**config.mk**
```make
export PLATFORM = sky130hd
export DESIGN_NAME = fetch_lookup_stage
export DESIGN_NICKNAME = d
export VERILOG_FILES = /design/src/hdl/btb_pkg.sv /design/src/hdl/fetch_lookup_stage.sv
export VERILOG_INCLUDE_DIRS = /design/src /design/src/hdl
export SDC_FILE = /design/constraint.sdc
export NUM_CORES = 1
export LEC_CHECK = 0
export ABC_CLOCK_PERIOD_IN_PS = 3100
export BUFFER_PORTS_ARGS = -buffer_cell sky130_fd_sc_hd__buf_2
export CORE_AREA = 2 2 104 106
export DETAILED_ROUTE_END_ITERATION = 16
export DIE_AREA = 0 0 106 108
export HOLD_SLACK_MARGIN = 0.06
export PLACE_DENSITY = 0.73
export SLEW_MARGIN = 10
export SYNTH_ARGS = -nofsm -noshare
export SYNTH_HDL_FRONTEND = slang
export SYNTH_SLANG_ARGS = --single-unit
```
**constraint.sdc**
```tcl
create_clock -name clk -period 3.1 [get_ports clk]
set_input_delay 0.465 -clock clk [delete_from_list [all_inputs] [get_ports clk]]
set_output_delay 0.465 -clock clk [all_outputs]
set_load 0.02 [all_outputs]
```
**src/hdl/btb_macros.svh**
```systemverilog
`ifndef BTB_MACROS_SVH
`define BTB_MACROS_SVH

// width of an EIP, a branch target or a FIP
`define BTB_ADDR_BITS 32

// direct mapped, so the index is the low EIP bits
`define BTB_INDEX_BITS 6

// tag is whatever the index leaves of the EIP
`define BTB_TAG_BITS (`BTB_ADDR_BITS - `BTB_INDEX_BITS)

// one entry per index value
`define BTB_ENTRIES (1 << `BTB_INDEX_BITS)

`endif
```
**src/hdl/btb_pkg.sv**
```systemverilog
`default_nettype none

`include "btb_macros.svh"

package btb_pkg;

    typedef logic [`BTB_ADDR_BITS-1:0]  addr_t;      // instruction address
    typedef logic [`BTB_INDEX_BITS-1:0] btb_index_t; // entry index, low EIP bits
    typedef logic [`BTB_TAG_BITS-1:0]   btb_tag_t;   // upper EIP bits

    // fetch side lookup request
    typedef struct packed {
        addr_t eip;
    } btb_req_t;

    // resolved branch from writeback
    typedef struct packed {
        addr_t eip;
        addr_t target;
        addr_t fip_e;
        addr_t fip_o;
    } btb_upd_t;

    // prediction returned to fetch, target fields only meaningful on hit
    typedef struct packed {
        logic  hit;
        addr_t target;
        addr_t fip_e;
        addr_t fip_o;
    } btb_pred_t;

    typedef enum logic {
        BTB_SWEEP = 1'b0, // clearing valid bits, ports not ready
        BTB_RUN   = 1'b1  // normal lookups and updates
    } btb_state_e;

endpackage

`default_nettype wire

```
**src/hdl/fetch_lookup_stage.sv**
```systemverilog
`timescale 1ns/1ps
`default_nettype none

`include "btb_macros.svh"

module fetch_lookup_stage
    import btb_pkg::*;
(
    input  logic       clk,
    input  logic       rst_n,
    input  logic       run,          // low while the valid sweep runs

    // lookup request from fetch
    input  logic       req_valid,
    output logic       req_ready,
    input  btb_req_t   req,

    // to and from the storage
    output btb_index_t lookup_index,
    output btb_tag_t   lookup_tag,
    input  btb_pred_t  lookup_pred,

    // registered prediction back to fetch
    output logic       resp_valid,
    input  logic       resp_ready,
    output btb_pred_t  resp
);

    logic req_fire;

    // split the fetch EIP
    assign lookup_index = req.eip[`BTB_INDEX_BITS-1:0];
    assign lookup_tag   = req.eip[`BTB_ADDR_BITS-1:`BTB_INDEX_BITS];

    // take a new request only when the output slot is free or draining
    assign req_ready = run & (~resp_valid | resp_ready);
    assign req_fire  = req_valid & req_ready;

    // Not cleared by a flush: a response captured before the sweep
    // started is still handed to fetch.
    always_ff @(posedge clk) begin
        if (!rst_n) begin
            resp_valid <= 1'b0;
        end else if (req_fire) begin
            resp_valid <= 1'b1;
        end else if (resp_ready) begin
            resp_valid <= 1'b0;
        end
    end

    // storage contents before this edge are what gets captured
    always_ff @(posedge clk) begin
        if (req_fire) begin
            resp <= lookup_pred;
        end
    end

endmodule

`default_nettype wire

```
## Word level (Yosys, flattened, before mapping)

Cells that the tools add are included.

| storage, ports and cells | value |
|---|---|
| flip-flop bits (word level) | 98 |
| input bits | 134 |
| output and inout port bits | 131 |

| cells by class | value |
|---|---|
| mux-type cells | 2 |
| bitwise operators | 4 |
| reductions and logical operators | 1 |

Operators with widths:

| operator | count |
|---|---|
| 1-bit bitwise AND | 2 |
| 1-bit two-way mux | 2 |
| 2-bit nonzero test | 1 |
| 1-bit NOT | 1 |
| 1-bit bitwise OR | 1 |

## Longest topological paths before layout

| depth | value |
|---|---|
| depth in word-level cells | 5 |
| depth in mapped cells | 2 |
| mapped depth without buffers | 2 |

## Worst setup path before layout

OpenSTA, ideal clock, no wires.

| timing | value |
|---|---|
| kind | input to register |
| start | input port resp_ready |
| end | register resp[0] in the netlist's numbering (enable) |
| arrival | 2,063 ps |
| setup slack | 614 ps |
| stages | 2 |
| path through | nand2b_4 > nor2b_4 |

| on the way | value |
|---|---|
| cells in the longest elaborated chain, start to end | 3 |

RTL lines:

| item | line | text |
|---|---|---|
| start, declared | fetch_lookup_stage.sv:25 | `input logic resp_ready,` |
| 1-bit bitwise OR | fetch_lookup_stage.sv:36 | `assign req_ready = run & (~resp_valid \| resp_ready);` |
| 1-bit bitwise AND | fetch_lookup_stage.sv:36 |  |
| 1-bit bitwise AND | fetch_lookup_stage.sv:37 | `assign req_fire = req_valid & req_ready;` |
| named net req_fire | fetch_lookup_stage.sv:29 | `logic req_fire;` |
| end signal, assigned | fetch_lookup_stage.sv:54 | `resp <= lookup_pred;` |
| end, declared | fetch_lookup_stage.sv:26 | `output btb_pred_t resp` |

The timed path passes the listed nets, and every way through them passes these cells.
A chain may end at the register's enable or synchronous reset.

## Worst setup path in the final report

| timing | value |
|---|---|
| start | register resp_valid |
| end | output port req_ready |

| on the way | value |
|---|---|
| cells in the longest elaborated chain, start to end | 3 |

RTL lines:

| item | line | text |
|---|---|---|
| start, declared | fetch_lookup_stage.sv:24 | `output logic resp_valid,` |
| start signal, assigned | fetch_lookup_stage.sv:43 | `resp_valid <= 1'b0;` |
| start signal, assigned | fetch_lookup_stage.sv:45 | `resp_valid <= 1'b1;` |
| start signal, assigned | fetch_lookup_stage.sv:47 | `resp_valid <= 1'b0;` |
| 1-bit NOT | fetch_lookup_stage.sv:36 |  |
| 1-bit bitwise OR | fetch_lookup_stage.sv:36 |  |
| 1-bit bitwise AND | fetch_lookup_stage.sv:36 |  |
| end, declared | fetch_lookup_stage.sv:15 | `output logic req_ready,` |

Every way passes these cells.

==> impl_metrics.toml <==
[floorplanning]
io_pins = 265
rows = 37
initial_core_util = 0.315
die_y_um = 108
die_w_um = 106
core_region_area_sq_um = 10200
die_area_sq_um = 11400

[cells_and_area]
nets = 450
drive_gt1_frac = 0.695
area_growth_pct = 36.2
n_antenna_cell = 0
final_core_util = 0.429

[global_route]
grt_pass1_vias = 1832
grt_antenna_before_repair = 0
groute.layer.met3.usage = 0.0639
grt_max_degree = 55
grt_pass1_wl_mm = 9.35
top_usage_layer = "met2"
grt_util_all_layers = 0.113
use_met1 = 0.117
grt-ovfl-total = 0
grtUsageMet2 = 0.188

[route]
drc = 0
ant_nets = 0
num_vias = 1845
drt_iter0_drc = 46
routed_wl_mm = 6.88
avgRoutedWirePerCell_um = 15.1
detail_route.first_pass.iterations = 4
viasPerCell = 4.04

[timing]
drv_slew = 0
timing.final.ws_setup_ns = 1.54
worst_pin_slew_ns = 0.666
fmax_ghz = 0.639
setup-tns-final_ns = 0
relSlewSlack = 0.556
whs_ns = 0.273
skew_ns = 0.00897
rsz0062_at_grt = "no"
setup_violations = 0
fin_crit_sh = 0.505
hold_viol_final = 0
period_needed_ns = 1.56

[clock_tree]
postCtsSetupBuffers = 0
clkTransAtPathRegs_ns = 0.11
clockRootBuffer = "clkbuf_8"
ctsResizeCount = 0
cts_max_path_buffers = 2
hold_buffers = 0
cts_tree = "built"
cts_sinks = 98
cts-buffers-inserted = 9
htreeDepth = 3
clock_latency_ns = 0.35

[status]
status = "finished, final reports clean"

[yosys]
ys_ff_latch = 98
yosysWarningCount = 0
synth_nets = 269
synthCells = 135
ys_types = 8
ys_seq_area_frac = 0.909
syn_area_sq_um = 3230
avgSynthCellArea_sq_um = 23.9

[min_path]
hold_class = "in -> reg"
min-delay-start = "lookup_pred[18]"

[place]
gp_congestion = 0.628
portBuffers = 200
dp_slack_ns = 1.32
dp_hpwl_mm = 5.35

[job]
max-cap-violations = 0

[pwr]
peakVddDrop_uv = 240
total_power_mw = 2.61
p_per_area_nw_per_um2 = 594
leakagePower_nw = 1.85

[worst_setup_path]
critical_path.max_fanout = 3
criticalPathCategory = "reg -> out"
required_ns = 2.63
arrival_ns = 1.10
end_kind = "primary output"
r2r-start = "resp_valid$_SDFFE_PN0P_"
critPathLaunchType = "register"
cp-startpoint = "resp_valid$_SDFFE_PN0P_"
cells in the mapped netlist:
library cell | instances | share of area
buf_4 | 32 | 0.074
a21boi_2 | 1 | 0.0035
edfxtp_1 | 97 | 0.90
nor2b_4 | 1 | 0.0043
nand2_2 | 1 | 0.0019
nand2b_4 | 1 | 0.0043
dfxtp_1 | 1 | 0.0062
and2_4 | 1 | 0.0027
cells by family (layout without fill, tap and decap cells):
logic type / after synthesis / count (layout) / synth area share
AOI/OAI and AO/OA: 1 / 1 / 0.00349
buffers and inverters: 32 / 218 / 0.0744
DFF: 98 / 98 / 0.909
and+or+nand+nor: 4 / 4 / 0.0132
per-stage QoR:
stage                     cells  instance area, sq um
after detailed placement    441                  4170
final                       457                  4390
after CTS                   457                  4390
after floorplan             135                  3230
after global placement      441                  4170
after global routing        457                  4390
worst max-delay path, cell delays in order (launching register included):
cell      delay, ns
dfxtp_1        0.38
nand2b_4       0.07
and2_4         0.15
buf_2          0.15
cells in the final DEF, fill, tap and decap left out:
master / netlist / layout
bufinv_16: 0 / 1
inv_6: 0 / 2
clkinv_4: 0 / 2
dfxtp_1: 1 / 1
edfxtp_1: 97 / 97
clkinv_8: 0 / 2
buf_4: 32 / 2
clkbuf_8: 0 / 9
nor2b_4: 1 / 1
nand2b_4: 1 / 1
buf_2: 0 / 200
a21boi_2: 1 / 1
and2_4: 1 / 1
nand2_2: 1 / 1
where the power goes:
group          internal [mW]  switching, mW
Sequential              1.52         0.0132
Combinational         0.0837          0.133
Clock                  0.395          0.463
layer usage:
| metal | up-vias | part of all wire |
|---|---|---|
| met5 | - | 0 |
| met1 | 847 | 0.35 |
| met2 | 144 | 0.52 |
| met3 | 15 | 0.12 |
| li1 | 839 | - |
| met4 | 0 | 0.016 |
state kept, by name, summed over array words and instances, names as in the netlist:
register    cells
resp           97
resp_valid      1
worst paths after layout:
kind | to | slack, ns | cells past startpoint
worst max register to register | resp[37]$_DFFE_PP_ | 1.59 | 3
worst min register to register | resp_valid$_SDFFE_PN0P_ | 0.51 | 2
worst max-delay path | req_ready | 1.54 | 3
worst min-delay path | resp[18]$_DFFE_PP_ | 0.27 | 1
cell type report:
| class | instances | area, sq um |
|---|---|---|
| Fill cell | 937 | 5840 |
| Clock inverter | 7 | 97.6 |
| Clock buffer | 9 | 124 |
| Tap cell | 136 | 170 |
| Sequential cell | 98 | 2930 |
| Timing Repair Buffer | 202 | 1020 |
| Multi-Input combinational cell | 5 | 53.8 |
Power figures use the tool's default switching activity.
