File: config.mk
export PLATFORM = sky130hd
export DESIGN_NAME = entry_sweep_counter
export DESIGN_NICKNAME = d
export VERILOG_FILES = /design/src/hdl/btb_pkg.sv /design/src/hdl/entry_sweep_counter.sv
export VERILOG_INCLUDE_DIRS = /design/src /design/src/hdl
export SDC_FILE = /design/constraint.sdc
export NUM_CORES = 1
export LEC_CHECK = 0
export BUFFER_PORTS_ARGS = -buffer_cell sky130_fd_sc_hd__buf_2
export CAP_MARGIN = 10
export CELL_PAD_IN_SITES_DETAIL_PLACEMENT = 0
export CELL_PAD_IN_SITES_GLOBAL_PLACEMENT = 1
export CORE_AREA = 2 2 39 41
export DETAILED_ROUTE_END_ITERATION = 7
export DIE_AREA = 0 0 41 43
export PLACE_DENSITY = 0.54
export REMOVE_ABC_BUFFERS = 1
export SLEW_MARGIN = 10
export SYNTH_ARGS = -nofsm -noshare
export SYNTH_HDL_FRONTEND = slang
export SYNTH_SLANG_ARGS = --single-unit
File: constraint.sdc
create_clock -name clk -period 2.2 [get_ports clk]
set_input_delay 0.44 -clock clk [delete_from_list [all_inputs] [get_ports clk]]
set_output_delay 0.44 -clock clk [all_outputs]
set_load 0.01 [all_outputs]
File: src/hdl/btb_macros.svh
`ifndef BTB_MACROS_SVH
`define BTB_MACROS_SVH

// width of an EIP, a branch target or a FIP
`define BTB_ADDR_BITS 32

// direct mapped, so the index is the low EIP bits
`define BTB_INDEX_BITS 6

// tag is whatever the index leaves of the EIP
`define BTB_TAG_BITS (`BTB_ADDR_BITS - `BTB_INDEX_BITS)

// one entry per index value
`define BTB_ENTRIES (1 << `BTB_INDEX_BITS)

`endif
File: src/hdl/btb_pkg.sv
`default_nettype none

`include "btb_macros.svh"

package btb_pkg;

    typedef logic [`BTB_ADDR_BITS-1:0]  addr_t;      // instruction address
    typedef logic [`BTB_INDEX_BITS-1:0] btb_index_t; // entry index, low EIP bits
    typedef logic [`BTB_TAG_BITS-1:0]   btb_tag_t;   // upper EIP bits

    // fetch side lookup request
    typedef struct packed {
        addr_t eip;
    } btb_req_t;

    // resolved branch from writeback
    typedef struct packed {
        addr_t eip;
        addr_t target;
        addr_t fip_e;
        addr_t fip_o;
    } btb_upd_t;

    // prediction returned to fetch, target fields only meaningful on hit
    typedef struct packed {
        logic  hit;
        addr_t target;
        addr_t fip_e;
        addr_t fip_o;
    } btb_pred_t;

    typedef enum logic {
        BTB_SWEEP = 1'b0, // clearing valid bits, ports not ready
        BTB_RUN   = 1'b1  // normal lookups and updates
    } btb_state_e;

endpackage

`default_nettype wire

File: src/hdl/entry_sweep_counter.sv
`timescale 1ns/1ps
`default_nettype none

`include "btb_macros.svh"

module entry_sweep_counter
    import btb_pkg::*;
(
    input  logic       clk,
    input  logic       rst_n,
    input  logic       sweep,  // advance one entry per cycle
    input  logic       start,  // restart from entry 0
    output btb_index_t index,
    output logic       last
);

    localparam btb_index_t LAST_INDEX = btb_index_t'(`BTB_ENTRIES - 1);

    always_ff @(posedge clk) begin
        if (!rst_n) begin
            index <= '0;
        end else if (start) begin
            index <= '0;
        end else if (sweep) begin
            index <= index + 1'b1; // wraps back to 0 after the last entry
        end
    end

    // the edge that clears this entry ends the sweep
    assign last = (index == LAST_INDEX);

endmodule

`default_nettype wire

# After elaboration in Yosys (flattened, before gate mapping)
# Index checks and enable logic that the tools add are counted.
# W data, S select, Z words.
# totals
out_inout_bits,7
in_bits,4
ff_bits,6
elab_cells,5
# classes
bitwise_logic,1
eq_ne,1
add_sub_neg,1
reduce_logical,1
# op_table
cell,count
$add A6 B1 Y6 const B,1
$eq A6 B6 Y1 const B,1
$reduce_or A2 Y1,1
$not A1 Y1,1

# Logic depth before layout (Yosys ltp)
# Gate-level depths: netlist of the first run.
# logic_depth
depth_word,2
ltp_mapped,4
depth_no_buf,4

# Worst setup path after synthesis of the first run
# No wires, ideal clock.
# synth_path
kind,register to output
startpoint,register index[0]
endpoint,output port last
t_required_ns,1.760
arrival_ns,0.876
n_path_buf,0
setup_slack_ns,0.884
path_stages_with_launch,4
path_cell_list,dfxtp_1 ha_1 nand3_1 nor2_1
# synth_via
elab_chain_cells,1
# synth_lines
element,line,text
from (decl),entry_sweep_counter.sv:13,"output btb_index_t index,"
from (signal assigned),entry_sweep_counter.sv:25,index <= index + 1'b1;
$eq A6 B6 Y1,entry_sweep_counter.sv:30,assign last = (index == LAST_INDEX);
to (decl),entry_sweep_counter.sv:14,output logic last
# No other way between the ends.

# Worst setup path after layout of the first run
# Same ends and word-level chain as after synthesis.

==> results of run 1 <==
-- critical path: cells and delay by family (launching register included) --
kind          cells  cell delay [ns]
fa+ha+maj         1             0.24
simple gates      2             0.17
flops             1             0.40
buf+inv           1             0.13
-- logic make-up (layout without fill, tap and decap cells) --
| kind of cell | after synthesis | count (layout) | share of synthesized area |
|---|---|---|---|
| compound gates | 2 | 2 | 0.0388 |
| xor+xnor | 4 | 4 | 0.136 |
| fa+ha+maj | 1 | 1 | 0.0485 |
| buf+inv | 0 | 13 | 0 |
| flops | 6 | 6 | 0.466 |
| mux | 1 | 1 | 0.0388 |
| simple gates | 14 | 14 | 0.272 |
-- synth_stat cells --
cell | n | share of area
nand2_1 | 3 | 0.044
xor2_1 | 3 | 0.10
mux2i_1 | 1 | 0.039
ha_1 | 1 | 0.049
or3_1 | 1 | 0.024
o21ai_0 | 1 | 0.019
nand4_2 | 1 | 0.049
nand4_1 | 1 | 0.024
xnor2_1 | 1 | 0.034
nand2b_1 | 1 | 0.024
nor2_1 | 6 | 0.087
nand3_1 | 1 | 0.019
dfxtp_1 | 6 | 0.47
a21oi_1 | 1 | 0.019
-- path summary, 6_finish.rpt --
| check | start | to | slack (ns) | cells after the start |
|---|---|---|---|---|
| setup / recovery | index[0]$_SDFFE_PP0P_ | last | 0.57 | 4 |
| hold / removal | index[5]$_SDFFE_PP0P_ | index[5]$_SDFFE_PP0P_ | 0.50 | 2 |
| setup reg to reg | index[2]$_SDFFE_PP0P_ | index[5]$_SDFFE_PP0P_ | 1.03 | 3 |
| hold reg to reg | index[5]$_SDFFE_PP0P_ | index[5]$_SDFFE_PP0P_ | 0.50 | 2 |
-- metrics by stage --
step | power (W) | hold WS (ns) | instance area, um2
after detailed placement | 0.000126 | 0.496 | 328
after CTS | 0.000229 | 0.502 | 350
after global routing | 0.000235 | 0.544 | 350
final | 0.000226 | 0.497 | 350
after global placement | 0.000126 | 0.497 | 328
after floorplan | 0.000120 | 0.515 | 258
-- report_power, final --
| part | internal [W] | leakage (nW) | switching [W] |
|---|---|---|---|
| clock | 0.0000617 | 0.0138 | 0.0000399 |
| combinational | 0.00000569 | 0.101 | 0.00000615 |
| sequential | 0.000110 | 0.0485 | 0.00000174 |
-- area by class of cell --
class / instances / area share
clock buffer: 3 / 0.0643
timing repair buffer: 10 / 0.143
tap: 16 / 0.0571
multi-input combinational: 22 / 0.393
sequential: 6 / 0.343
-- layer usage --
metal,track usage,up-vias,routed length (um)
met1,0.119,105,272
met3,0.0314,0,77
met5,0,-,0
met2,0.100,16,203
met4,0.0400,0,0
li1,-,120,-
==> results.txt, run 1 <==
The number of failing hold endpoints at the final stage is 0. The maximum count of clock buffers along a single path came out at 2. The top register by number of flip-flops is index. The number of global-route vias before repair was 245. Setup slack on the critical path of the routed design comes to 0.572 ns. The height of the die came out at 43 um. After the first detailed-routing iteration, the DRC count stood at 6. The register bit total from synthesis is 6.

The warning count from the yosys run came out at 0. The final estimated routing congestion in global placement is 0.616. In the final layout, the registers with the most flip-flops are index x6. The cell area that synthesis handed to floorplanning was 258 um2. The data required time at the worst endpoint is 1.76 ns. The setup slack at placement is 0.859 ns.

Walking the worst path, the cells encountered are ha_1 -> nand3_1 -> nor2_1 -> buf_2. The final-report max-slew violation count came out at 0. The first-pass GRT wire length came out at 979 um.

The total global-route track usage is 0.0813. The final total negative setup slack is 0 ns. Dividing total power by cell area gives a power density of 644 mW/mm2.

The min-delay analysis places its worst path in the category reg2reg. Buffers inserted to repair hold after CTS numbered 0. In this run the remaining antenna-violating nets after routing total 0.

The peak supply drop is 0.194 mV. The element type at the critical path start is a register. The post-synthesis to final-layout area growth is 35.9%. The maximum fanout count along the critical path is 4. The final core utilization is 0.253.

The count of mapped cells out of synthesis came out at 28. The critical path is of the reg2out type. The total overflow left after global routing is 0. After layout, the minimum clock period comes to 1.63 ns.

The pin count of the biggest net entering global routing is 7. The die outline area is 0.00176 mm2. Setup repair after global routing left no endpoint under its margin.

The ratio of routed vias to standard cells is 4.23. The initial antenna violation count came out at 0. The clock latency at the later pin of the worst-skew pair came out at 0.24 ns. The total detailed-routing wirelength came out at 553 um. The worst clock skew is 0.00287 ns. The most frequent standard cell in the layout excluding fill and tap cells is buf_2. The measured slew at the worst slew-check pin is 0.237 ns. The run finished with clean final reports. The maximum clock frequency is 0.614 GHz.

For this run, the post-layout net count is 48. The number of search-and-repair iterations in the first detailed-routing pass came out at 4. The proportion of layout cells with a drive suffix above 1 is 0.341. The mean instance size in the synthesized netlist came out at 9.21 um2. The post-detailed-route wirelength per cell is 9.70 um. In this run the number of H-tree levels came out at 1. The tree is rooted in a clkbuf_4. In the final layout, flip-flops and latches occupy 120 um2. The I/O pin total came out at 11.

The delay contributed by the slowest stage of the critical path is 0.40 ns. For this run, the register share of the synthesized area comes to 0.466. The number of distinct library cells after synthesis is 14. The routed layout has 241 vias. 0 antenna diodes ended up in the layout. The count of buffers inserted at the top-level ports is 10. The library cells used most frequently in the layout, excluding fill and tap cells, are 10 x buf_2, 6 x nor2_1, 6 x dfxtp_1.

The clock sink count is 6. In this run, CTS created clock tree buffers numbering 3. The count of fill cells added during filler insertion is 149. Setup violations remaining at the end of the flow were counted as 0. The final clock period utilization by the worst path came out at 0.740. For this run, the number of standard cells in the final layout without fillers is 57.

The leakage power came out at 0.164 nW. The post-CTS repair timing setup buffer count came out at 0. Row generation in the floorplan step produced 14 rows. The total area of multi-input combinational cells is 138 um2.

In this run, post-CTS repair resized a total of 0 instances. In this run, placement finished with an instance count of 54. The DRC violation count after routing came out at 0. The number of flip-flops under the largest register name is 6. The starting density of the core came out at 0.186. TritonCTS built the clock tree. The arrival time of the worst setup path is 1.19 ns. The max-slew headroom at the worst pin is 0.842. The core region area came out at 0.00138 mm2. Clock-pin slew was measured on the worst setup and hold paths at 0.05 ns. The largest individual stage delay along the critical path comes from the cell dfxtp_1.

The worst setup path is captured at an output port. The max-cap check violation count is 0. The die is 41 um wide.
Power figures use the tool's default switching activity.
==> run 2: changes to the inputs <==
- PLACE_DENSITY: 0.54 -> 0.56
- clock period: 2.2 -> 1.4 ns (I/O delays scaled with it)
==> run 2 against run 1 <==
First-iteration DRC count shrank 50%. Flip-flop and latch count unchanged. Non-clock buffer count unchanged. Global-route usage fell by 0.40 points. Hold slack worse by 0.13 ns. Setup slack worse by 0.49 ns. Via count fell by 1.2%. Clock power up 54%. Cell count unchanged. Register-to-register slack got worse by 0.79 ns. Sequential power rose by 58%. Critical endpoint unchanged. Largest power group unchanged.
==> results.txt, run 2 (synthesized netlist as in run 1, its figures left out) <==
Result of the run: completed (unchanged). The final core utilization was 0.266 (was 0.253). The detailed-route via count is 238 (was 241). The pin count of the biggest net entering global routing is 7 (unchanged). The I/O pin total came to 11 (unchanged).

The cell with the largest stage delay on the worst path is dfxtp_4 (was dfxtp_1). The TritonCTS clock tree is done (unchanged). The final total negative setup slack came out at 0 ns (unchanged). The max-slew headroom at the worst pin came out at 0.844 (was 0.842). The measured slew at the worst slew-check pin came out at 0.234 ns (was 0.237 ns). The sum of buffers and inverters on the critical path is 1 (unchanged).

The ratio of routed vias to standard cells is 4.18 (was 4.23). The first-pass GRT wire length came out at 855 um (was 979 um). The post-synthesis to final-layout area growth is 42.7% (was 35.9%). Registers with the most flip-flops: index x6 (unchanged). The peak supply drop was 0.294 mV (was 0.194 mV). The total detailed-routing wirelength is 544 um (was 553 um). The count of endpoints failing setup in the final report is 0 (unchanged).

The DRC violation count after routing came out at 0 (unchanged). For this run, the top clock speed supported by timing is 0.758 GHz. The element type at the critical path start is a register (unchanged).

The overall overflow remaining after global route came out at 0 (unchanged). The final clock period utilization by the worst path is 0.942. The final-report max-slew violation count is 0 (unchanged). The core region area came out at 0.00138 mm2 (unchanged). The number of standard cells in the layout, taps in and fillers out is 57 (unchanged).

The initial antenna violation count came out at 0 (unchanged). The number of failing hold endpoints at the final stage came out at 0 (unchanged). The count of routing violations after the opening detailed-route iteration was 3 (was 6). The clock-pin transition on the worst setup and hold timing paths is 0.04 ns (was 0.05 ns). The number of flip-flops under the largest register name is 6 (unchanged). The maximum count of clock buffers along a single path is 2 (unchanged). The delay contributed by the slowest stage of the critical path came out at 0.37 ns (was 0.40 ns).

The most frequent standard cell in the layout excluding fill and tap cells is buf_2 (unchanged). The top register by number of flip-flops is index (unchanged). The count of buffers inserted at the top-level ports came to 10 (unchanged). The cell area power density came out at 959 mW/mm2 (was 644 mW/mm2). The maximum fanout count along the critical path is 4 (unchanged). The cell chosen for the clock root is clkbuf_4 (unchanged). The clock sink count is 6 (unchanged). The number of core rows is 14 (unchanged). The post-detailed-route wirelength per cell came out at 9.54 um (was 9.70 um). The number of nets with antenna violations after detailed routing is 0 (unchanged). The HPWL reported at the end of detailed placement is 402 um.

The arrival time of the worst setup path came out at 1.04 ns (was 1.19 ns). The leakage power came to 0.162 nW (was 0.164 nW). The chip width is 41 um (unchanged). The number of search-and-repair iterations in the first detailed-routing pass came out at 2 (was 4).

The post-CTS repair timing setup buffer count is 0 (unchanged). The start-to-end type of the worst setup path is reg2out (unchanged). The final estimated routing congestion in global placement is 0.616 (about the same). The top cell family by delay on the critical path is flip-flops (unchanged). The total routed wire length on the met1 layer came out at 287 um (was 272 um). The number of global-route vias before repair came to 217 (was 245). The total global-route track usage came out at 0.0773 (was 0.0813). The CTS H-tree depth came out at 1 (unchanged). The worst clock skew came to 0.00187 ns (was 0.00287 ns).

The data required time at the worst endpoint was 1.12 ns (was 1.76 ns). RSZ-0062 raised after global routing: no (unchanged). The die outline area is 0.00176 mm2 (unchanged). The worst hold-check path type is in2reg (was reg2reg).

Most frequent cells in the layout: 10 x buf_2, 6 x nor2_1, 4 x dfxtp_1 (was 10 x buf_2, 6 x nor2_1, 6 x dfxtp_1). The count of inserted antenna diode cells came out at 0 (unchanged). The sum of met2 wire segment lengths after detailed routing is 191 um (was 203 um). The proportion of layout cells with a drive suffix above 1 came out at 0.415 (was 0.341). Counting I/O delays and the setup requirement, the final critical path takes 1.32 ns. The category of the worst setup path capture point was an output port (unchanged). The length of routed met3 wiring came out at 60 um (was 77 um).

The max-cap check violation count is 0 (unchanged). The cell count after placement came out at 54 (unchanged). The clock latency at the later pin of the worst-skew pair was 0.24 ns (about the same). Series of cell instances along the critical path: ha_4 -> nand3_1 -> nor2_1 -> buf_2 (was ha_1 -> nand3_1 -> nor2_1 -> buf_2). The total CTS buffers is 3 (unchanged). The topmost layer with routed signal wires is met4 (was met3). The total number of nets in the final design is 48 (unchanged). The starting density of the core is 0.186 (unchanged). The height of the die is 43 um (unchanged).
## run 2: final timing paths
check                                           start                    end  slack, ns  depth (start not counted)
worst max register to register  index[2]$_SDFFE_PP0P_  index[5]$_SDFFE_PP0P_       0.24                          3
worst min-delay path                            sweep  index[0]$_SDFFE_PP0P_       0.37                          3
worst min register to register  index[5]$_SDFFE_PP0P_  index[5]$_SDFFE_PP0P_       0.49                          2
worst max-delay path            index[0]$_SDFFE_PP0P_                   last       0.08                          4
## run 2: cell type report
type                            instances  area (um2)
Fill cell                             158        1020
Multi-Input combinational cell         22         150
Timing Repair Buffer                   10        50.0
Tap cell                               16        20.0
Sequential cell                         6         125
Clock buffer                            3        22.5
## run 2: report_power, final
part / internal [W] / total [W] / switching (W) / leakage, nW
Clock: 0.0000968 / 0.000157 / 0.0000601 / 0.0138
Sequential: 0.000173 / 0.000177 / 0.00000372 / 0.0497
Combinational: 0.00000958 / 0.0000192 / 0.00000957 / 0.0989
Total: 0.000279 / 0.000353 / 0.0000734 / 0.162
## run 2: metal layers
layer  vias up  GRT usage
met5         -          0
met3         2     0.0314
li1        122          -
met4         0     0.0800
met2        11     0.0875
met1       103     0.0997
## run 2: metrics by stage
stage	instance area [um2]	hold WS, ns	setup WS, ns	total power, W
final	368	0.369	0.0808	0.000353
after global routing	368	0.409	0.00957	0.000367
after CTS	355	0.365	0.0211	0.000361
after detailed placement	328	0.499	0.221	0.000198
after global placement	328	0.497	0.210	0.000198
after floorplan	258	0.417	0.244	0.000188
## run 2: worst min-delay path: stages
cell	delay, ns
buf_2	0.15
xnor2_1	0.08
nor2_1	0.07
## run 2: timing repair
| action | CTS | global route |
|---|---|---|
| hold buffers | 0 | 0 |
| resized for setup | 3 | 2 |
| endpoints found under the setup margin | 1 | 1 |
